`src/hdl/icache_pkg.sv`:
```
// Instruction cache shared definitions: geometry, address fields, FSM states, array write ports
package icache_pkg;

   ////////////////////////////////////////////////////////////////////////////
   // Geometry
   ////////////////////////////////////////////////////////////////////////////

   localparam int ADDR_W    = 32;
   localparam int LINE_W    = 128;                        // One fetch beat is one line
   localparam int NB_WAYS   = 4;
   localparam int NB_SETS   = 16;
   localparam int OFFSET_W  = 4;                          // 16 bytes per line
   localparam int SET_W     = 4;                          // Address bits 7:4
   localparam int TAG_W     = ADDR_W - SET_W - OFFSET_W;  // Address bits 31:8

   // Replacement LFSR, x^8 + x^6 + x^5 + x^4 + 1 in Galois form
   localparam logic [7:0] LFSR_SEED = 8'hA5;
   localparam logic [7:0] LFSR_TAPS = 8'hB8;

   ////////////////////////////////////////////////////////////////////////////
   // Types
   ////////////////////////////////////////////////////////////////////////////

   typedef logic [LINE_W-1:0]           line_t;
   typedef logic [SET_W-1:0]            set_idx_t;
   typedef logic [TAG_W-1:0]            tag_t;
   typedef logic [NB_WAYS-1:0]          way_oh_t;
   typedef logic [$clog2(NB_WAYS)-1:0]  way_idx_t;

   // Fetch address split into its cache fields
   typedef struct packed {
      tag_t                tag;
      set_idx_t            set_idx;
      logic [OFFSET_W-1:0] offset;
   } addr_t;

   typedef struct packed {
      logic valid;
      tag_t tag;
   } tag_entry_t;

   typedef enum logic [3:0] {
      DISABLED,
      BYPASS_REFILL,
      FLUSH_ALL,
      FLUSH_SET,
      IDLE,
      TAG_LOOKUP,
      WAIT_REFILL_GNT,
      WAIT_REFILL_DONE
   } ctrl_state_e;

   // Tag write, zero way mask means no write
   typedef struct packed {
      way_oh_t    ways;
      set_idx_t   set_idx;
      tag_entry_t entry;
   } tag_wr_t;

   typedef struct packed {
      way_oh_t  way;
      set_idx_t set_idx;
      line_t    line;
   } data_wr_t;

endpackage

```
`src/hdl/icache_tag_array.sv`:
```
// Tag array: valid bits and tags of all ways, one-cycle read of a set, masked multi-way write
`timescale 1ns/1ps

module icache_tag_array
(
   input  logic                                             clk,
   input  logic                                             rst_n,
   input  logic                                             rd_en_i,
   input  icache_pkg::set_idx_t                             rd_set_i,
   output icache_pkg::tag_entry_t [icache_pkg::NB_WAYS-1:0] rd_entry_o,
   input  icache_pkg::tag_wr_t                              wr_i
);

   icache_pkg::tag_entry_t [icache_pkg::NB_WAYS-1:0] tag_q [icache_pkg::NB_SETS];

   always_ff @(posedge clk or negedge rst_n)
   begin
      if (!rst_n)
      begin
         for (int s = 0; s < icache_pkg::NB_SETS; s++)
            tag_q[s] <= '0;                      // All lines invalid
         rd_entry_o <= '0;
      end
      else
      begin
         if (rd_en_i)
            rd_entry_o <= tag_q[rd_set_i];
         for (int w = 0; w < icache_pkg::NB_WAYS; w++)
         begin
            if (wr_i.ways[w])
               tag_q[wr_i.set_idx][w] <= wr_i.entry;
         end
      end
   end

   // Controller never looks up a set while it is being written
   no_rd_wr_same_set: assert property (@(posedge clk) disable iff (!rst_n)
      !(rd_en_i && (|wr_i.ways) && (wr_i.set_idx == rd_set_i)))
      else $error("tag array read and write to the same set");

endmodule

```
`config.mk`:
```
export PLATFORM = sky130hd
export DESIGN_NAME = icache_tag_array
export DESIGN_NICKNAME = d
export VERILOG_FILES = /design/src/hdl/icache_pkg.sv /design/src/hdl/icache_tag_array.sv
export SDC_FILE = /design/constraint.sdc
export NUM_CORES = 2
export LEC_CHECK = 0
export ABC_AREA = 1
export BUFFER_PORTS_ARGS = -buffer_cell sky130_fd_sc_hd__buf_4
export CORE_ASPECT_RATIO = 1.75
export CORE_UTILIZATION = 45
export CTS_CLUSTER_SIZE = 40
export DETAILED_ROUTE_END_ITERATION = 8
export HOLD_SLACK_MARGIN = 0.02
export SLEW_MARGIN = 20
export SYNTH_ARGS = -nofsm -noshare
export SYNTH_HDL_FRONTEND = slang
export SYNTH_SLANG_ARGS = --single-unit
```
`constraint.sdc`:
```
create_clock -name clk -period 1 [get_ports clk]
set_input_delay 0.1 -clock clk [delete_from_list [all_inputs] [get_ports clk]]
set_output_delay 0.1 -clock clk [all_outputs]
set_load 0.01 [all_outputs]
```
==> run summary <==
Status = finished with violations
Failing checks = setup timing
Worst Path Buf+Inv = 1
Pre-antenna DRT Iters = 8
Initial antenna violation count = 8
Pre-CTS setup slack = -0.732 ns
Root Buffer = clkbuf_16
Fin. Hold Viols = 0
Worst Setup End Kind = output pin
Area post-placement = 84400 µm²
Via density = 5.57
Startpoint Class = flop
Worst clock skew = 0.0274 ns
Final setup violation count = 194
Crit path required time = 0.90 ns
Clock Pin Slew Worst Setup and Hold Paths = 0.06 ns
Final Cell Area = 94500 µm²
Gr usage total = 30.4%
Cts bufs inserted = 169
Sequence of cells on the critical path = buf_6
Peak VDD IR = 1.24 mV
Worst hold slack = 0.0206 ns
Fmax = 647 MHz
Most common cell after layout, fill and taps aside = nand2_1
Clk_lat worst skew = 0.81 ns
Yosys reg bits = 1700
Slew @ Worst Pin = 0.571 ns
DIE WIDTH = 312 µm
Final core occ = 56.8%
Ranking of synthesized cells by area = dfrtp_1 56%, nand2_1 20%, o21ai_0 9.2%, nand3_1 7.9%, clkbuf_1 2.7%
RSZ-0062 raised after global routing = true
Critical Path AT = 1.45 ns
Die area = 170000 µm²
Yosys top cell by area = dfrtp_1
Distinct cells, synth = 17
Final WS setup = -0.547 ns
Delay-heaviest family, CP = flip-flops
Top-area cell type share of the netlist area = 56.3%
DP Cell Count = 11600
Final #Nets = 9963
Cells after Synth = 9452
First-pass GRT wire length = 400000 µm
Max-slew headroom = 61.9%
CP max FO = 2
CTS max path bufs = 4
Dpl hpwl = 161000 µm
CP max stage delay = 0.49 ns
Crit. Startpoint = rd_entry_o[39]
Initial core utilization = 45.4%
Hold Path Class = in2reg
Syn. warnings = 0
CP max-delay cell = dfrtp_2
Filler Cell Count = 15300
Share of cells above drive strength 1 = 18.7%
Max-capacitance violation count = 0
Final ANT Viol Nets = 0
WL final = 261000 µm
Most frequent cells in the layout = 3816 x nand2_1, 1676 x dfrtp_1, 1388 x o21ai_0, 984 x nand3_1, 713 x buf_4
Tcrit/Tclk final = 155%
Number of I/O pins = 140
Pwr Total = 192 mW
Port bufs = 139
Reg-to-reg startpoint = tag_q[590]
Layout Area Growth over Synthesis = 25.0%
Die height = 544 µm
# clock sinks = 1700
Post-layout min period = 1.55 ns
Pin count of the biggest net entering global routing = 74
Row count = 198
WL/cell = 21.3 µm
CTS tree = yes
GR Overflow Total = 0
Final Instance Count excl. Fillers = 12200
H-tree depth = 4
Worst hold start = wr_i[25]
Pleak = 45.9 nW
Power per cell area = 2030 nW/µm²
Mapped cell area = 75600 µm²
Core area = 166000 µm²
Vias in the first global route = 66300
DRC viols = 0
Setup_tns = -50.80 ns
Post-Syn Area per Cell = 8.00 µm²
Routed vias = 68200
Syn Nets = 9492
Sequential-to-total area share from yosys stat = 56.3%
Final slew viol count = 0
CP Class = reg2out
Iteration-0 DRC Markers = 6525
GP Congestion = 0.866
## final cells by class
| class | count | area [µm²] | area share (%) |
|---|---|---|---|
| Timing Repair Buffer | 1130 | 12400 | 13.1 |
| Antenna cell | 2 | 5.00 | 0.00530 |
| Clock inverter | 39 | 468 | 0.495 |
| Inverter | 34 | 183 | 0.193 |
| Sequential cell | 1700 | 42600 | 45.1 |
| Clock buffer | 248 | 4900 | 5.19 |
| Tap cell | 2200 | 2750 | 2.91 |
| Multi-Input combinational cell | 6888 | 31200 | 33.0 |
## flip-flops by register name (all words and copies together), names as in the netlist
| name | cells |
|---|---|
| tag_q | 1600 |
| rd_entry_o | 100 |
## synth_stat cells (all sizes together)
library cell  instances
dfrtp              1700
nor2                 16
inv                   9
o21ai              1600
buf                 287
nand2              4072
nand3              1200
clkbuf              543
clkinv               25
## logic make-up (layout without fill, tap and decap cells)
family                 after synthesis  in the layout  share of synthesized area [%]
and+or+nand+nor                   5288           5288                           28.3
DFF                               1700           1700                           56.3
AOI/OAI and AO/OA                 1600           1600                           10.6
buffers and inverters              864           1451                           4.83
other                                0              2                              0
## power by group
| group | internal (mW) | switching, mW |
|---|---|---|
| sequential | 82.6 | 8.23 |
| clock | 36.2 | 27.3 |
| combinational | 17.2 | 20.0 |
| total | 136 | 55.6 |
## path summary, 6_finish.rpt
kind / end / slack [ns] / cells after the start
setup / recovery: rd_entry_o[39] / -0.55 / 1
hold / removal: tag_q[1440] / 0.02 / 6
setup reg to reg: rd_entry_o[90] / -0.14 / 8
hold reg to reg: tag_q[778] / 0.48 / 2
max in group asynchronous: rd_entry_o[34] / 0.28 / 4
min in group asynchronous: tag_q[1579] / 0.04 / 3
## timing repair
item | in CTS | in global routing
pin swaps | 309 | 460
resized for setup | 282 | 266
cloned | 0 | 0
buffers inserted | 87 | 217
hold endpoints to repair | 3365 | 0
hold buffers | 37 | 0
endpoints found under the setup margin | 191 | 212
## metal layers
layer	wire length, µm	GRT usage [%]	vias to the layer above
li1	-	-	31600
met1	106000	38.8	33600
met2	129000	52.5	2491
met3	15700	3.43	562
met4	10600	12.2	8
met5	58	0	-
Power figures use the tool's default switching activity.
