===== src/hdl/icache_pkg.sv =====
// Instruction cache shared definitions: geometry, address fields, FSM states, array write ports
package icache_pkg;

   ////////////////////////////////////////////////////////////////////////////
   // Geometry
   ////////////////////////////////////////////////////////////////////////////

   localparam int ADDR_W    = 32;
   localparam int LINE_W    = 128;                        // One fetch beat is one line
   localparam int NB_WAYS   = 4;
   localparam int NB_SETS   = 16;
   localparam int OFFSET_W  = 4;                          // 16 bytes per line
   localparam int SET_W     = 4;                          // Address bits 7:4
   localparam int TAG_W     = ADDR_W - SET_W - OFFSET_W;  // Address bits 31:8

   // Replacement LFSR, x^8 + x^6 + x^5 + x^4 + 1 in Galois form
   localparam logic [7:0] LFSR_SEED = 8'hA5;
   localparam logic [7:0] LFSR_TAPS = 8'hB8;

   ////////////////////////////////////////////////////////////////////////////
   // Types
   ////////////////////////////////////////////////////////////////////////////

   typedef logic [LINE_W-1:0]           line_t;
   typedef logic [SET_W-1:0]            set_idx_t;
   typedef logic [TAG_W-1:0]            tag_t;
   typedef logic [NB_WAYS-1:0]          way_oh_t;
   typedef logic [$clog2(NB_WAYS)-1:0]  way_idx_t;

   // Fetch address split into its cache fields
   typedef struct packed {
      tag_t                tag;
      set_idx_t            set_idx;
      logic [OFFSET_W-1:0] offset;
   } addr_t;

   typedef struct packed {
      logic valid;
      tag_t tag;
   } tag_entry_t;

   typedef enum logic [3:0] {
      DISABLED,
      BYPASS_REFILL,
      FLUSH_ALL,
      FLUSH_SET,
      IDLE,
      TAG_LOOKUP,
      WAIT_REFILL_GNT,
      WAIT_REFILL_DONE
   } ctrl_state_e;

   // Tag write, zero way mask means no write
   typedef struct packed {
      way_oh_t    ways;
      set_idx_t   set_idx;
      tag_entry_t entry;
   } tag_wr_t;

   typedef struct packed {
      way_oh_t  way;
      set_idx_t set_idx;
      line_t    line;
   } data_wr_t;

endpackage


===== src/hdl/icache_way_lfsr.sv =====
// Replacement LFSR: 8-bit Galois sequence, low bits decoded to a one-hot random way
`timescale 1ns/1ps

module icache_way_lfsr
(
   input  logic                clk,
   input  logic                rst_n,
   input  logic                step_i,
   output icache_pkg::way_oh_t way_o
);

   logic [7:0] lfsr_q;

   always_ff @(posedge clk or negedge rst_n)
   begin
      if (!rst_n)
         lfsr_q <= icache_pkg::LFSR_SEED;
      else if (step_i)
      begin
         // Shift right, fold taps back in when a one drops out
         lfsr_q <= {1'b0, lfsr_q[7:1]} ^ (lfsr_q[0] ? icache_pkg::LFSR_TAPS : 8'h00);
      end
   end

   assign way_o = icache_pkg::way_oh_t'(1) << icache_pkg::way_idx_t'(lfsr_q);

endmodule


===== config.mk =====
export PLATFORM = sky130hd
export DESIGN_NAME = icache_way_lfsr
export DESIGN_NICKNAME = d
export VERILOG_FILES = /design/src/hdl/icache_pkg.sv /design/src/hdl/icache_way_lfsr.sv
export SDC_FILE = /design/constraint.sdc
export NUM_CORES = 1
export LEC_CHECK = 0
export ABC_AREA = 1
export BUFFER_PORTS_ARGS = -buffer_cell sky130_fd_sc_hd__buf_4
export CAP_MARGIN = 15
export CORE_AREA = 2 2 39 41
export CTS_CLUSTER_SIZE = 20
export DETAILED_ROUTE_END_ITERATION = 10
export DIE_AREA = 0 0 41 43
export HOLD_SLACK_MARGIN = 0.03
export SYNTH_ARGS = -nofsm -noshare
export SYNTH_HDL_FRONTEND = slang
export SYNTH_SLANG_ARGS = --single-unit

===== constraint.sdc =====
create_clock -name clk -period 0.82 [get_ports clk]
set_input_delay 0.082 -clock clk [delete_from_list [all_inputs] [get_ports clk]]
set_output_delay 0.082 -clock clk [all_outputs]
set_load 0.01 [all_outputs]

==> metrics.md, run 1 <==
| Metric | Value |
|---|---|
| First-pass GRT wire length | about 1.2 mm |
| Leakage | 0.258 nW |
| F_max | 880 MHz |
| CP bufs+invs | 2 |
| Residual overflow from global routing | 0 |
| Final hold vios | 0 |
| # port buffers | 6 |
| Seq/Total Area, Yosys | 0.573 |
| DRT Wirelength | 746 um |
| Startpoint Class | flip-flop |
| Initial Util | 0.259 |
| Max incr delay on CP | approximately 590 ps |
| Switching share of total power | 0.322 |
| Vias per cell | 4.16 |
| Most instantiated library cell after synthesis | nand2_1 |
| Antenna Cells | 0 |
| Reg2Reg Depth | 5 |
| Primary FF master, synth | dfstp_2 |
| Worst-Margin Slew | 201 ps |
| Warnings, synthesis | 0 |
| Flop-to-flop setup slack | -290 ps |
| GRT met2 Usage | 0.166 |
| P&R area growth vs syn | 38.1% |
| CP Capture Type | output port |
| Post-Synthesis Cells | 46 |
| Met3 Usage GRT | 0.0628 |
| # IOs | 7 |
| Layout cell share with drive strength beyond 1 | 0.356 |
| Crit path cell chain | inv_4, nor2_2, buf_4 |
| Setup TNS | -2220 ps |
| Worst-path clk slew | ~50 ps |
| Setup WS post-layout | -316 ps |
| Worst Path Max Fanout | 5 |
| Max_slew headroom | 0.866 |
| CP max-delay cell | dfstp_2 |
| Design area | between 400 and 500 um^2 |
| Die Area | 1760 um^2 |
| Routability cong. | approximately 0.74 |
| DPL Wire Length | 475 um |
| Critical path's top delay family | flip-flops |
| Number of synthesized register bits | 8 |
| Worst Hold Class | in2reg |
| Clock Root Buffer | clkbuf_4 |
| Max-cap violation count | 0 |
| Clock Skews | between 5 and 6 ps |
| Reg2reg start | lfsr_q[0] |
| RSZ-0062 raised after global routing | true |
| Worst-Skew Late Latency | approximately 250 ps |
| Vias in the first global route | 312 |
| Outcome | finished, violations left |
| Mapped Avg Cell Area | 7.78 um^2 |
| Initial drt markers | 10 |
| Period utilization | 1.39 |
| Fillers | around 140 |
| PnR Total Power | 0.00139 W |
| WP depth | 3 |
| Post-synth EDFFs | 0 |
| Min Tclk post-route | 1140 ps |
| Largest register FFs | 8 |
| Mapped Nets | 49 |
| # rows | 14 |
| Number of setup violations in the final report | 9 |
| Core area | 1380 um^2 |
| Clock share of power | 0.230 |
| Post-synth top cells | nand2_1, inv_1, dfrtp_1, dfstp_2, o21ai_1 |
| Pre-CTS setup slack | -99.5 ps |
| Internal power | 0.000945 W |
| Pre-antenna DRT Iters | 4 |
| Distinct cell type count after synthesis | 9 |
| Initial antenna violation count | 0 |
| CTS buffer count | 3 |
| Via count | 312 |
| RR Endpoint | lfsr_q[3] |
| # DRC | 0 |
| Nets | 63 |
| Clk sinks | 8 |
| Asr flop ratio synth | 1.00 |
| Post-synth top area share | 0.294 |
| GRT busiest layer | met2 |
| Post-route ant nets | 0 |
| GRT Overall Usage | 0.113 |
| Combinational share of power | 0.307 |
| Worst vdd ir | 0.657 mV |
| Cell area after synthesis | 358 um^2 |
| Critical Path RT | ~740 ps |
| Die Wd | roughly 40 um |
| Htree depth | 1 |
| Synth top area cells | dfstp_2, dfrtp_1, nand2_1 |
| Dpl cell area | 420 um^2 |
| CP startpoint | lfsr_q[0] |
| PD cells | roughly 2800 nW/um^2 |
| CP Class | reg2out |
| Slew Limit Fails | 0 |
| Pin count of the biggest net entering global routing | 12 |
| Die span in y | 43 um |
| Routed WL per cell | 9.95 um |
| Biggest register | lfsr_q |
| Largest registers | lfsr_q (8) |
| Crit path to | way_o[1] |
| CTS tree | done |
| Failing checks | setup timing |
| GR Layer Usage met1 | 0.115 |
| Register share of total power | 0.463 |
| Cell taking the most area after synthesis | dfstp_2 |
| Max Root-Sink Buffers | 2 |
| Switch Pwr | 0.000448 W |
| Crit path arrival time | 1050 ps |
| Core Util, Final | 0.357 |
## cell usage in the layout, fill, tap and decap left out
master / instances
buf_4: 8
buf_6: 1
clkbuf_1: 1
clkbuf_4: 3
dfrtp_1: 3
dfrtp_2: 1
dfstp_2: 4
dlygate4sd3_1: 1
inv_1: 6
inv_4: 1
nand2_1: 20
nand3_1: 3
nor2_1: 2
nor2_2: 1
o21ai_1: 2
o21ai_2: 2
## worst register-to-register path, stage by stage, from the launching register on
cell,delay (ps)
dfstp_2,590
buf_4,130
buf_6,90
nand2_1,50
nand3_1,90
nand2_1,60
## power groups by stage
stage / clock [W] / sequential (W) / combinational [W]
after floorplan: 0 / 0.000621 / 0.000220
final: 0.000320 / 0.000645 / 0.000428
after CTS: 0.000335 / 0.000636 / 0.000418
after detailed placement: 0 / 0.000643 / 0.000337
after global routing: 0.000359 / 0.000661 / 0.000497
after global placement: 0 / 0.000637 / 0.000338
## stage by stage
step | instances | hold slack (ps)
final | 75 | 59.9
after global routing | 75 | 56.8
after detailed placement | 67 | -92.5
after floorplan | 46 | -214
after global placement | 67 | -92.9
after CTS | 75 | 47.1
## worst min path at each step
stage / start / end / cells after the start
floorplan: rst_n / lfsr_q[1] / 0
global placement: rst_n / lfsr_q[1] / 1
detailed placement: rst_n / lfsr_q[1] / 1
CTS: step_i / lfsr_q[0] / 2
global route: step_i / lfsr_q[0] / 2
finish: step_i / lfsr_q[0] / 2
## routing by layer
| layer | vias to the layer above | routed length (um) |
|---|---|---|
| met5 | - | 0 |
| met4 | 0 | 0 |
| met3 | 0 | 50 |
| met2 | 7 | 367 |
| met1 | 141 | 328 |
| li1 | 164 | - |
## layout make-up
cell class	instances	area, um^2	share of cell area
Tap cell	16	20.0	0.0405
Multi-Input combinational cell	30	131	0.266
Timing Repair Buffer	10	81.3	0.165
Clock buffer	4	26.3	0.0532
Sequential cell	8	206	0.418
Inverter	7	28.8	0.0582
## kinds of logic (layout without fill, tap and decap cells)
family | after synthesis | after routing | synth area share
AND/OR/NAND/NOR | 26 | 26 | 0.283
flip-flops | 8 | 8 | 0.573
buffers and inverters | 8 | 21 | 0.0874
AO/OA/AOI/OAI | 4 | 4 | 0.0559
## timing repair
action	in CTS	in global routing
cloned	0	0
buffers inserted	3	0
pin swaps	3	2
hold buffers	1	0
endpoints found under the hold margin	8	0
resized for setup	3	2
endpoints found under the setup margin	9	9
(Power assumes the default switching activity.)
==> run 2, diff against run 1 <==
Settings changed: CAP_MARGIN 15 to default, CELL_PAD_IN_SITES_DETAIL_PLACEMENT from default to 1, CELL_PAD_IN_SITES_GLOBAL_PLACEMENT from default to 1, PLACE_DENSITY_LB_ADDON from default to 0.1.
==> run 2 against run 1 <==
The flow still finishes with violations (setup timing). Hold slack improved by 6.0 ps. Register-to-register slack improved by 20 ps. Final cell count fell by 1.3%. Routed wire length rose by 14%. Fmax fell by 0.51%. Largest cell class unchanged. Largest power group unchanged. Highest routed layer unchanged.
==> metrics.md, run 2 (same netlist as run 1, synthesis figures left out) <==
| Metric | Value |
|---|---|
| Reg2Reg Depth | 5 (unchanged) |
| Max-cap violation count | 0 (unchanged) |
| Number of setup violations in the final report | 9 (unchanged) |
| # IOs | 7 (unchanged) |
| Nets | 63 (unchanged) |
| # DRC | 0 (unchanged) |
| Biggest register | lfsr_q |
| Worst Hold Class | in2reg |
| Pre-antenna DRT Iters | 1 (-3) |
| Routability cong. | 0.676 (-8.7%) |
| Crit path arrival time | 1060 ps (about the same) |
| Vias per cell | 4.35 (+4.6%) |
| Initial drt markers | 0 (-10) |
| CTS tree | done |
| GRT Overall Usage | 0.113 (-0.000441) |
| Outcome | finished, violations left |
| PD cells | 2790 nW/um^2 (-0.94%) |
| Via count | 322 (+3.2%) |
| Startpoint Class | flip-flop |
| Pre-CTS setup slack | -118 ps (-18.1 ps) |
| Initial antenna violation count | 0 (unchanged) |
| Flop-to-flop setup slack | -270 ps (+20 ps) |
| Core area | 1380 um^2 (unchanged) |
| Min Tclk post-route | 1140 ps (+5.81 ps) |
| Leakage | 0.262 nW (+1.6%) |
| GR Layer Usage met1 | 0.151 (+0.0354) |
| Slew Limit Fails | 0 (unchanged) |
| CTS buffer count | 3 (unchanged) |
| Non-filler cells, final | 74 (-1.3%) |
| Max_slew headroom | 0.867 (about the same) |
| Worst vdd ir | 0.746 mV (+14%) |
| Clk sinks | 8 (unchanged) |
| CP startpoint | lfsr_q[0] |
| Die span in y | 43 um (unchanged) |
| Pin count of the biggest net entering global routing | 12 (unchanged) |
| DPL Wire Length | 610 um (+28%) |
| Worst-Margin Slew | 200 ps (-0.933 ps) |
| Post-route ant nets | 0 (unchanged) |
| Commonest non-fill, non-tap cell in the layout | nand2_1 |
| Reg2reg start | lfsr_q[0] |
| Routed WL per cell | 11.5 um (+15%) |
| GRT met2 Usage | 0.159 (-0.00625) |
| Clock Skews | 0.892 ps (-4.43 ps) |
| Inst Count DP | 67 (unchanged) |
| Switch Pwr | 0.000466 W (+3.9%) |
| Switching share of total power | 0.331 (+0.00906) |
| Period utilization | 1.39 (+0.00708) |
| Largest register FFs | 8 (unchanged) |
| Met3 Usage GRT | 0.0314 (-0.0314) |
| Hold Crit Depth | 2 (unchanged) |
| Htree depth | 1 (unchanged) |
| Die Wd | 41 um (unchanged) |
| Residual overflow from global routing | 0 (unchanged) |
| # port buffers | 6 (unchanged) |
| Most frequent cells in the layout | nand2_1, inv_1, buf_4 |
| Critical Path RT | 740 ps (about the same) |
| Die Area | 1760 um^2 (unchanged) |
| Setup WS post-layout | -322 ps (-5.81 ps) |
| Failing checks | setup timing |
| Internal power | 0.000942 W (-0.28%) |
| Layout cell share with drive strength beyond 1 | 0.379 (+0.0234) |
| Worst-path clk slew | 50 ps (about the same) |
| F_max | 876 MHz (-0.51%) |
| CP Class | reg2out |
| Register share of total power | 0.461 (-0.002) |
| Clock Root Buffer | clkbuf_4 |
| Worst Path Max Fanout | 5 (unchanged) |
| Vias in the first global route | 315 (+0.96%) |
| Combinational share of power | 0.332 (+0.025) |
| P&R area growth vs syn | 40.9% |
| Core Util, Final | 0.364 (+0.00723) |
| Dpl cell area | 420 um^2 (unchanged) |
| Design area | 504 um^2 (+2.0%) |
| DRT Wirelength | 850 um (+14%) |
| RSZ-0062 raised after global routing | true |
| Worst-Skew Late Latency | 250 ps (about the same) |
| Largest registers | lfsr_q (8) |
| # rows | 14 (unchanged) |
| CP Capture Type | output port |
| GRT busiest layer | met2 |
| Hold_sp | step_i |
| Initial Util | 0.259 (unchanged) |
| First-pass GRT wire length | 1.32 mm (+6.6%) |
| Final hold vios | 0 (unchanged) |
| Antenna Cells | 0 (unchanged) |
| Max Root-Sink Buffers | 2 (unchanged) |
| Clock share of power | 0.207 (-0.023) |
| PnR Total Power | 0.00141 W (+1.1%) |
[run 2: changes by cell type in the layout (fill, tap and decap cells not counted), sizes merged]
| cell | delta |
|---|---|
| clkbuf | -1 |
[run 2: path summary, 6_finish.rpt]
kind                             end
min                        lfsr_q[0]
max reg2reg                lfsr_q[3]
min reg2reg                lfsr_q[2]
max in group asynchronous  lfsr_q[2]
min in group asynchronous  lfsr_q[4]
max                         way_o[1]
[run 2: power groups by stage]
stage / clock, W / sequential [W] / combinational [W]
6_report: 0.000292 / 0.000649 / 0.000468
5_1_grt: 0.000332 / 0.000667 / 0.000517
4_1_cts: 0.000309 / 0.000646 / 0.000443
3_5_place_dp: 0 / 0.000651 / 0.000349
3_3_place_gp: 0 / 0.000642 / 0.000342
2_1_floorplan: 0 / 0.000621 / 0.000220
[run 2: layer usage]
| layer | routed length, um | part of all wire | vias to the layer above |
|---|---|---|---|
| li1 | - | - | 164 |
| met2 | 420 | 0.49 | 5 |
| met4 | 0 | 0 | 0 |
| met1 | 393 | 0.46 | 153 |
| met5 | 0 | 0 | - |
| met3 | 36 | 0.042 | 0 |
[run 2: layout make-up]
type / instances / area (um^2)
Multi-Input combinational cell: 30 / 139
Clock buffer: 3 / 22.5
Sequential cell: 8 / 205
Timing Repair Buffer: 10 / 88.8
Tap cell: 16 / 20.0
Inverter: 7 / 28.8
Fill cell: 181 / 880
[run 2: per-stage QoR]
| step | TNS, ps | hold slack, ps |
|---|---|---|
| after floorplan | -78.8 | -214 |
| after global placement | -485 | -94.3 |
| after detailed placement | -677 | -93.5 |
| after CTS | -2220 | 53.1 |
| after global routing | -2580 | 67.8 |
| final | -2150 | 65.9 |
[run 2: critical path: stages, from the launching register on]
cell and delay, ps:
dfstp_2 590, inv_4 40, nor2_2 70, buf_4 120
[run 2: timing repair]
| item | 4_1_cts | 5_1_grt |
|---|---|---|
| hold buffers | 1 | 0 |
| setup buffers | 3 | 1 |
| endpoints found under the hold margin | 8 | 0 |
| resized for setup | 5 | 4 |
| pin swaps | 3 | 3 |
| endpoints found under the setup margin | 9 | 9 |
