### src/hdl/icache_pkg.sv
// Instruction cache shared definitions: geometry, address fields, FSM states, array write ports
package icache_pkg;

   ////////////////////////////////////////////////////////////////////////////
   // Geometry
   ////////////////////////////////////////////////////////////////////////////

   localparam int ADDR_W    = 32;
   localparam int LINE_W    = 128;                        // One fetch beat is one line
   localparam int NB_WAYS   = 4;
   localparam int NB_SETS   = 16;
   localparam int OFFSET_W  = 4;                          // 16 bytes per line
   localparam int SET_W     = 4;                          // Address bits 7:4
   localparam int TAG_W     = ADDR_W - SET_W - OFFSET_W;  // Address bits 31:8

   // Replacement LFSR, x^8 + x^6 + x^5 + x^4 + 1 in Galois form
   localparam logic [7:0] LFSR_SEED = 8'hA5;
   localparam logic [7:0] LFSR_TAPS = 8'hB8;

   ////////////////////////////////////////////////////////////////////////////
   // Types
   ////////////////////////////////////////////////////////////////////////////

   typedef logic [LINE_W-1:0]           line_t;
   typedef logic [SET_W-1:0]            set_idx_t;
   typedef logic [TAG_W-1:0]            tag_t;
   typedef logic [NB_WAYS-1:0]          way_oh_t;
   typedef logic [$clog2(NB_WAYS)-1:0]  way_idx_t;

   // Fetch address split into its cache fields
   typedef struct packed {
      tag_t                tag;
      set_idx_t            set_idx;
      logic [OFFSET_W-1:0] offset;
   } addr_t;

   typedef struct packed {
      logic valid;
      tag_t tag;
   } tag_entry_t;

   typedef enum logic [3:0] {
      DISABLED,
      BYPASS_REFILL,
      FLUSH_ALL,
      FLUSH_SET,
      IDLE,
      TAG_LOOKUP,
      WAIT_REFILL_GNT,
      WAIT_REFILL_DONE
   } ctrl_state_e;

   // Tag write, zero way mask means no write
   typedef struct packed {
      way_oh_t    ways;
      set_idx_t   set_idx;
      tag_entry_t entry;
   } tag_wr_t;

   typedef struct packed {
      way_oh_t  way;
      set_idx_t set_idx;
      line_t    line;
   } data_wr_t;

endpackage

### src/hdl/icache_tag_check.sv
// Tag check: compares the looked-up tag against all ways, gives hit way and victim way
`timescale 1ns/1ps

module icache_tag_check
(
   input  icache_pkg::tag_entry_t [icache_pkg::NB_WAYS-1:0] entry_i,
   input  icache_pkg::tag_t                                 tag_i,
   input  icache_pkg::way_oh_t                              random_way_i,
   output logic                                             hit_o,
   output icache_pkg::way_idx_t                             hit_way_o,
   output icache_pkg::way_oh_t                              victim_way_o,
   output logic                                             all_valid_o
);

   icache_pkg::way_oh_t valid;
   icache_pkg::way_oh_t match;
   icache_pkg::way_oh_t free_way;

   always_comb
   begin
      free_way  = '0;
      hit_way_o = '0;
      for (int w = 0; w < icache_pkg::NB_WAYS; w++)
      begin
         valid[w] = entry_i[w].valid;
         match[w] = entry_i[w].valid && (entry_i[w].tag == tag_i);
         // Highest invalid way wins
         if (!valid[w])
            free_way = icache_pkg::way_oh_t'(1 << w);
         if (match[w])
            hit_way_o = icache_pkg::way_idx_t'(w);
      end
      // Refill only on a miss, so a set never holds the same tag twice
      assert final ($onehot0(match))
         else $error("tag hit in more than one way");
   end

   assign hit_o        = |match;
   assign all_valid_o  = &valid;
   assign victim_way_o = all_valid_o ? random_way_i : free_way;   // Evict only when set is full

endmodule

### config.mk
export PLATFORM = sky130hd
export DESIGN_NAME = icache_tag_check
export DESIGN_NICKNAME = d
export VERILOG_FILES = /design/src/hdl/icache_pkg.sv /design/src/hdl/icache_tag_check.sv
export SDC_FILE = /design/constraint.sdc
export NUM_CORES = 1
export LEC_CHECK = 0
export ABC_AREA = 1
export ABC_CLOCK_PERIOD_IN_PS = 2720
export BUFFER_PORTS_ARGS = -buffer_cell sky130_fd_sc_hd__buf_4
export CAP_MARGIN = 25
export CORE_MARGIN = 4
export CORE_UTILIZATION = 45
export DETAILED_ROUTE_END_ITERATION = 6
export GPL_TIMING_DRIVEN = 0
export PLACE_DENSITY = 0.88
export SLEW_MARGIN = 5
export SYNTH_ARGS = -nofsm -noshare
export SYNTH_HDL_FRONTEND = slang
export SYNTH_SLANG_ARGS = --single-unit
### constraint.sdc
create_clock -name vclk -period 2.72
set_clock_uncertainty 0.15 [all_clocks]
set_input_delay 0.408 -clock vclk [all_inputs]
set_output_delay 0.408 -clock vclk [all_outputs]
set_load 0.05 [all_outputs]
==> results.py, run 1 <==
metrics = {
    "route": {
        "drt_iter0_drc": 176,
        "via_per_inst": 4.60,
        "firstDrtPassIters": 5,
        "route.antenna.remaining_nets": 0,
        "wirelength_um": 6650,
        "dr_total_vias": 2615,
        "drc": 0,
        "wire_per_inst_um": 11.7,
    },
    "power_and_ir_drop": {
        "internal_power_uw": 207,
        "leakagePower_uw": 0.00176,
        "clkPwrFrac_pct": 0,
        "p_sw_uw": 190,
        "swShare_pct": 47.9,
        "fin_total_pwr_uw": 398,
        "irDropWorstVdd_mv": 0.0779,
        "power.share.sequential_pct": 0,
        "pwr-share-comb_pct": 100.0,
        "power.density_mw_per_mm2": 145,
    },
    "cells_and_area": {
        "final_core_util_pct": 78.8,
        "area_growth_pct": 63.7,
        "seq_cell_count": 0,
        "clock_buffers": 0,
        "n_antenna_cell": 0,
        "register_area_sq_um": 0,
        "layout-drive-gt1-share_pct": 27.9,
        "nNetsFinal": 653,
    },
    "synth": {
        "ys_types": 17,
        "synth_warnings": 0,
        "seq_area_frac_synth_pct": 0,
        "syn_area_sq_mm": 0.00167,
        "synth_fp_nets": 517,
        "syn_area_per_cell_sq_um": 4.29,
        "synth_cells": 389,
    },
    "sta": {
        "timing.final.crit_period_ns": 2.15,
        "fmax_mhz": 464,
        "setup_viol": 0,
        "slew_violations": 0,
        "fin_setup_tns_ns": 0,
        "maxSlewHeadroom_pct": 84.0,
        "rsz0062_at_grt": "false",
        "period_share_pct": 79.2,
        "hold_violations": 0,
        "tightest_slew_ns": 0.237,
    },
    "clock_network": {
        "cts_resized": 0,
        "cts_setup_buffers": 0,
        "postCtsHoldBufs": 0,
    },
    "run": {
        "drv_cap": 0,
    },
    "outcome": {
        "status": "complete, no violations",
    },
    "placement": {
        "gp_congestion": 0.900,
        "hpwlAfterDp_um": 6010,
        "portBuffers": 134,
    },
    "worst_setup_path": {
        "endpoint_kind": "output port",
        "worst_setup_path_start_kind": "primary input",
        "crit_path_end": "hit_o",
        "cp.arrival_ns": 1.60,
        "critPathRequiredTime_ns": 2.16,
        "critPathKind": "in2out",
        "crit_start": "tag_i[21]",
        "path_max_fanout": 5,
    },
    "global_route": {
        "grt_max_degree": 7,
        "antenna_found_initial": 0,
        "grt_pass1_wl_um": 9780,
        "grt_pass1_vias": 2399,
        "grt_usage_pct": 26.5,
        "overflow": 0,
    },
    "floorplanning": {
        "core_sq_mm": 0.00347,
        "dieArea_sq_mm": 0.00475,
        "core.rowCount": 21,
        "die_h_um": 68.9,
        "initial_utilization_pct": 48.2,
        "pin_count": 136,
        "die_width_um": 68.9,
    },
    "hold_path": {
        "hp-class": "in2out",
    },
}
-- worst max-delay path: stages --
cell,delay [ns]
buf_4,0.13
inv_1,0.15
nand2_1,0.07
nand2_1,0.09
nand2_1,0.06
nor2_1,0.14
nand3_1,0.12
nor2_1,0.12
nor2_1,0.06
nand2_1,0.06
buf_4,0.19
-- per-stage QoR --
step | cell area (sq um) | cells | hold slack (ns) | setup slack [ns]
final | 2730 | 569 | 0.982 | 0.565
after global routing | 2730 | 569 | 0.993 | 0.397
after CTS | 2730 | 569 | 0.983 | 0.579
after detailed placement | 2730 | 569 | 0.983 | 0.582
after global placement | 2730 | 569 | 0.986 | 0.600
after floorplan | 1670 | 389 | 0.907 | 0.316
-- power by group through the flow --
stage	clock network (uW)	logic, uW	registers (uW)
2_1_floorplan	0	181	0
3_3_place_gp	0	385	0
3_5_place_dp	0	394	0
4_1_cts	0	396	0
5_1_grt	0	439	0
6_report	0	398	0
-- how the worst min path moves through the flow --
stage,startpoint,endpoint,cells past startpoint
floorplan,entry_i[74],victim_way_o[1],2
global placement,entry_i[99],victim_way_o[3],3
detailed placement,entry_i[99],victim_way_o[3],3
CTS,entry_i[99],victim_way_o[3],3
global route,entry_i[99],victim_way_o[3],3
finish,entry_i[99],victim_way_o[3],3
-- per-layer routing --
metal	share of wire (%)	global-route usage (%)	vias up
met5	0	0	-
met4	1.5	2.92	0
met3	10	3.24	8
met2	50	51.1	121
met1	39	31.8	1094
li1	-	-	1392
-- logic make-up (layout without fill, tap and decap cells) --
family          count (synthesis)  after routing  synth area share (%)
buf+inv                        80            214                  18.1
simple gates                  256            256                  58.8
xor+xnor                       30             30                  15.7
compound gates                 23             23                  7.34
-- final cells by class --
| cell class | count | area, sq um |
|---|---|---|
| Inverter | 78 | 293 |
| Fill cell | 324 | 734 |
| Timing Repair Buffer | 134 | 1010 |
| Buffer | 2 | 10.0 |
| Tap cell | 46 | 57.6 |
| Multi-Input combinational cell | 309 | 1370 |
-- layout by cell type, fill, tap and decap left out --
| cell | netlist | final |
|---|---|---|
| xnor2_1 | 26 | 26 |
| inv_2 | 8 | 8 |
| buf_2 | 1 | 1 |
| o21ai_0 | 14 | 14 |
| clkbuf_2 | 1 | 1 |
| buf_4 | 0 | 134 |
| nor2_2 | 2 | 2 |
| or2_0 | 2 | 2 |
| xor2_1 | 4 | 4 |
| inv_1 | 70 | 70 |
| nand3_1 | 6 | 6 |
| nor2_1 | 57 | 57 |
| o21ai_1 | 4 | 4 |
| nor3_1 | 1 | 1 |
| nand2_1 | 187 | 187 |
| a21oi_1 | 2 | 2 |
| o211ai_1 | 3 | 3 |
| nand4_1 | 1 | 1 |
-- cells in the mapped netlist (all sizes together) --
cell / n / area share (%)
buf: 1 / 0.30
xnor2: 26 / 14
inv: 78 / 18
xor2: 4 / 2.1
or2: 2 / 0.75
nor3: 1 / 0.30
o211ai: 3 / 1.3
clkbuf: 1 / 0.30
nand4: 1 / 0.37
o21ai: 18 / 5.4
nand2: 187 / 42
nand3: 6 / 1.8
a21oi: 2 / 0.60
nor2: 59 / 14
(Power assumes the default switching activity.)
==> run 2: changes to the inputs <==
--- a/config.mk
+++ b/config.mk
@@ -5,15 +5,15 @@
 export SDC_FILE = /design/constraint.sdc
 export NUM_CORES = 1
 export LEC_CHECK = 0
-export ABC_AREA = 1
-export ABC_CLOCK_PERIOD_IN_PS = 2720
+export ABC_AREA = 0
+export ABC_CLOCK_PERIOD_IN_PS = 2220
 export BUFFER_PORTS_ARGS = -buffer_cell sky130_fd_sc_hd__buf_4
 export CAP_MARGIN = 25
 export CORE_MARGIN = 4
-export CORE_UTILIZATION = 45
+export CORE_UTILIZATION = 35
 export DETAILED_ROUTE_END_ITERATION = 6
 export GPL_TIMING_DRIVEN = 0
-export PLACE_DENSITY = 0.88
+export PLACE_DENSITY = 0.81
 export SLEW_MARGIN = 5
 export SYNTH_ARGS = -nofsm -noshare
 export SYNTH_HDL_FRONTEND = slang
==> constraint.sdc (replaced) <==
create_clock -name vclk -period 2.22
set_clock_uncertainty 0.15 [all_clocks]
set_input_delay 0.333 -clock vclk [all_inputs]
set_output_delay 0.333 -clock vclk [all_outputs]
set_load 0.05 [all_outputs]
==> run 2 against run 1 <==
Via count is 41% lower. Synthesized area is 31% lower. Sequential share of layout area stayed put. Routed wire length is 25% lower. Final area is 14% lower. Final cell count is 42% lower. Critical path depth is 4 lower. Worst hold slack worse by 0.15 ns. Combinational power is 13% higher. Non-clock buffer count stayed put. Die area is 9.6% lower. Utilization is 3.4 points lower.
==> results.py, run 2 <==
metrics = {
    "worst_setup_path": {
        "slowest_stage": "nor4_2",
        "critPathMaxStageDelay_ns": 0.32,
        "crit_path_end": "hit_o",
        "path_cells": "buf_4 > xnor2_2 > nand4_1 > nor4_2 > nand4_1 > nand4_1 > buf_6",
        "critPathKind": "in2out",
        "endpoint_kind": "output port",
        "critPathRequiredTime_ns": 1.74,
        "worst_setup_path_start_kind": "primary input",
        "crit_start": "tag_i[5]",
        "cp.arrival_ns": 1.64,
        "worst_path_most_repeated_cell": "nand4_1",
        "path_max_fanout": 4,
    },
    "synth": {
        "synth_warnings": 0,
        "synth_area_leaders": "xnor2_1, xor2_1, nand4_1",
        "synth_most_common_cell": "xnor2_1",
        "synth_cells": 150,
        "seq_area_frac_synth_pct": 0,
        "ys_types": 15,
        "syn_area_per_cell_sq_um": 7.72,
        "synth_common_cells": "xnor2_1, xor2_1, nand4_1",
        "synth_area_leader_cell": "xnor2_1",
        "synth_fp_nets": 278,
        "syn_area_sq_mm": 0.00116,
        "synth_top_area_share_pct": 39.3,
    },
    "sta": {
        "slew_violations": 0,
        "setup_viol": 0,
        "fmax_mhz": 470,
        "layout_setup_ws_ns": 0.0934,
        "timing.final.crit_period_ns": 2.13,
        "hold_violations": 0,
        "fin_setup_tns_ns": 0,
        "maxSlewHeadroom_pct": 74.3,
        "tightest_slew_ns": 0.381,
        "period_share_pct": 95.8,
    },
    "route": {
        "drc": 0,
        "route.antenna.remaining_nets": 0,
        "wirelength_um": 5010,
        "drt_iter0_drc": 39,
        "firstDrtPassIters": 4,
        "dr_total_vias": 1550,
        "via_per_inst": 4.71,
        "wire_per_inst_um": 15.2,
    },
    "cells_and_area": {
        "final_core_util_pct": 75.4,
        "clock_buffers": 0,
        "layout-drive-gt1-share_pct": 53.0,
        "final_common_cell": "buf_4",
        "nNetsFinal": 415,
        "n_antenna_cell": 0,
        "seq_cell_count": 0,
        "register_area_sq_um": 0,
        "layout_common_cells": "buf_4, xnor2_1, xor2_1",
        "area_growth_pct": 102,
    },
    "clock_network": {
        "postCtsHoldBufs": 0,
        "cts_resized": 0,
        "cts_setup_buffers": 0,
    },
    "floorplanning": {
        "die_h_um": 65.5,
        "die_width_um": 65.5,
        "core.rowCount": 20,
        "dieArea_sq_mm": 0.00429,
        "core_sq_mm": 0.00310,
        "initial_utilization_pct": 37.3,
        "pin_count": 136,
    },
    "placement": {
        "portBuffers": 135,
        "gp_congestion": 0.761,
        "pre_cts_ws_ns": 0.0293,
        "hpwlAfterDp_um": 4420,
    },
    "power_and_ir_drop": {
        "leakagePower_uw": 0.00109,
        "irDropWorstVdd_mv": 0.114,
        "power.density_mw_per_mm2": 192,
    },
    "hold_path": {
        "hold_depth": 3,
        "hp-class": "in2out",
    },
    "global_route": {
        "grt_pass1_vias": 1692,
        "met2_usage_pct": 43.6,
        "overflow": 0,
        "grt_max_degree": 6,
        "grt_pass1_wl_um": 7290,
        "use_met1_pct": 24.1,
        "grt_usage_pct": 21.5,
        "antenna_found_initial": 0,
        "grt_use_met3_pct": 4.27,
        "busiest_layer": "met2",
    },
    "run": {
        "drv_cap": 0,
    },
    "outcome": {
        "status": "complete, no violations",
    },
}
-- run 2: critical path: cells and delay by family --
kind,cells,cell delay [ns]
and+or+nand+nor,4,0.88
xor gates and xnor gates,1,0.12
buffers and inverters,2,0.31
-- run 2: logic make-up (layout without fill, tap and decap cells) --
kind of cell	after synthesis	after routing	share of synthesized area, %
AND/OR/NAND/NOR	46	46	23.8
buffers and inverters	4	139	1.94
AO/OA/AOI/OAI	4	4	1.73
XOR/XNOR	96	96	72.6
-- run 2: layout make-up --
cell class	count	area, sq um
buffer	1	11.3
fill	256	763
inverter	3	11.3
multi-input combinational	146	1220
tap	44	55.1
timing repair buffer	135	1040
-- run 2: worst min path at each step --
stage,to,startpoint,slack [ns]
3_3_place_gp,victim_way_o[1],entry_i[49],0.83
6_report,victim_way_o[1],entry_i[49],0.83
5_1_grt,victim_way_o[1],entry_i[49],0.86
2_1_floorplan,all_valid_o,entry_i[24],0.68
4_1_cts,victim_way_o[1],entry_i[49],0.84
3_5_place_dp,victim_way_o[1],entry_i[49],0.84
-- run 2: stage by stage --
step | instance area (sq um) | hold slack, ns | cells | power [uW]
CTS | 2230 | 0.835 | 329 | 432
global route | 2340 | 0.856 | 329 | 485
detailed placement | 2230 | 0.836 | 329 | 430
finish | 2340 | 0.834 | 329 | 450
floorplan | 1160 | 0.677 | 150 | 177
global placement | 2230 | 0.834 | 329 | 424
-- run 2: where the power goes --
group | total (uW) | switching, uW | internal (uW)
sequential | 0 | 0 | 0
clock | 0 | 0 | 0
combinational | 450 | 183 | 266
-- run 2: per-layer routing --
| metal | part of all wire [%] | up-vias |
|---|---|---|
| met1 | 37 | 687 |
| li1 | - | 788 |
| met2 | 54 | 75 |
| met3 | 9.4 | 0 |
| met4 | 0 | 0 |
| met5 | 0 | - |
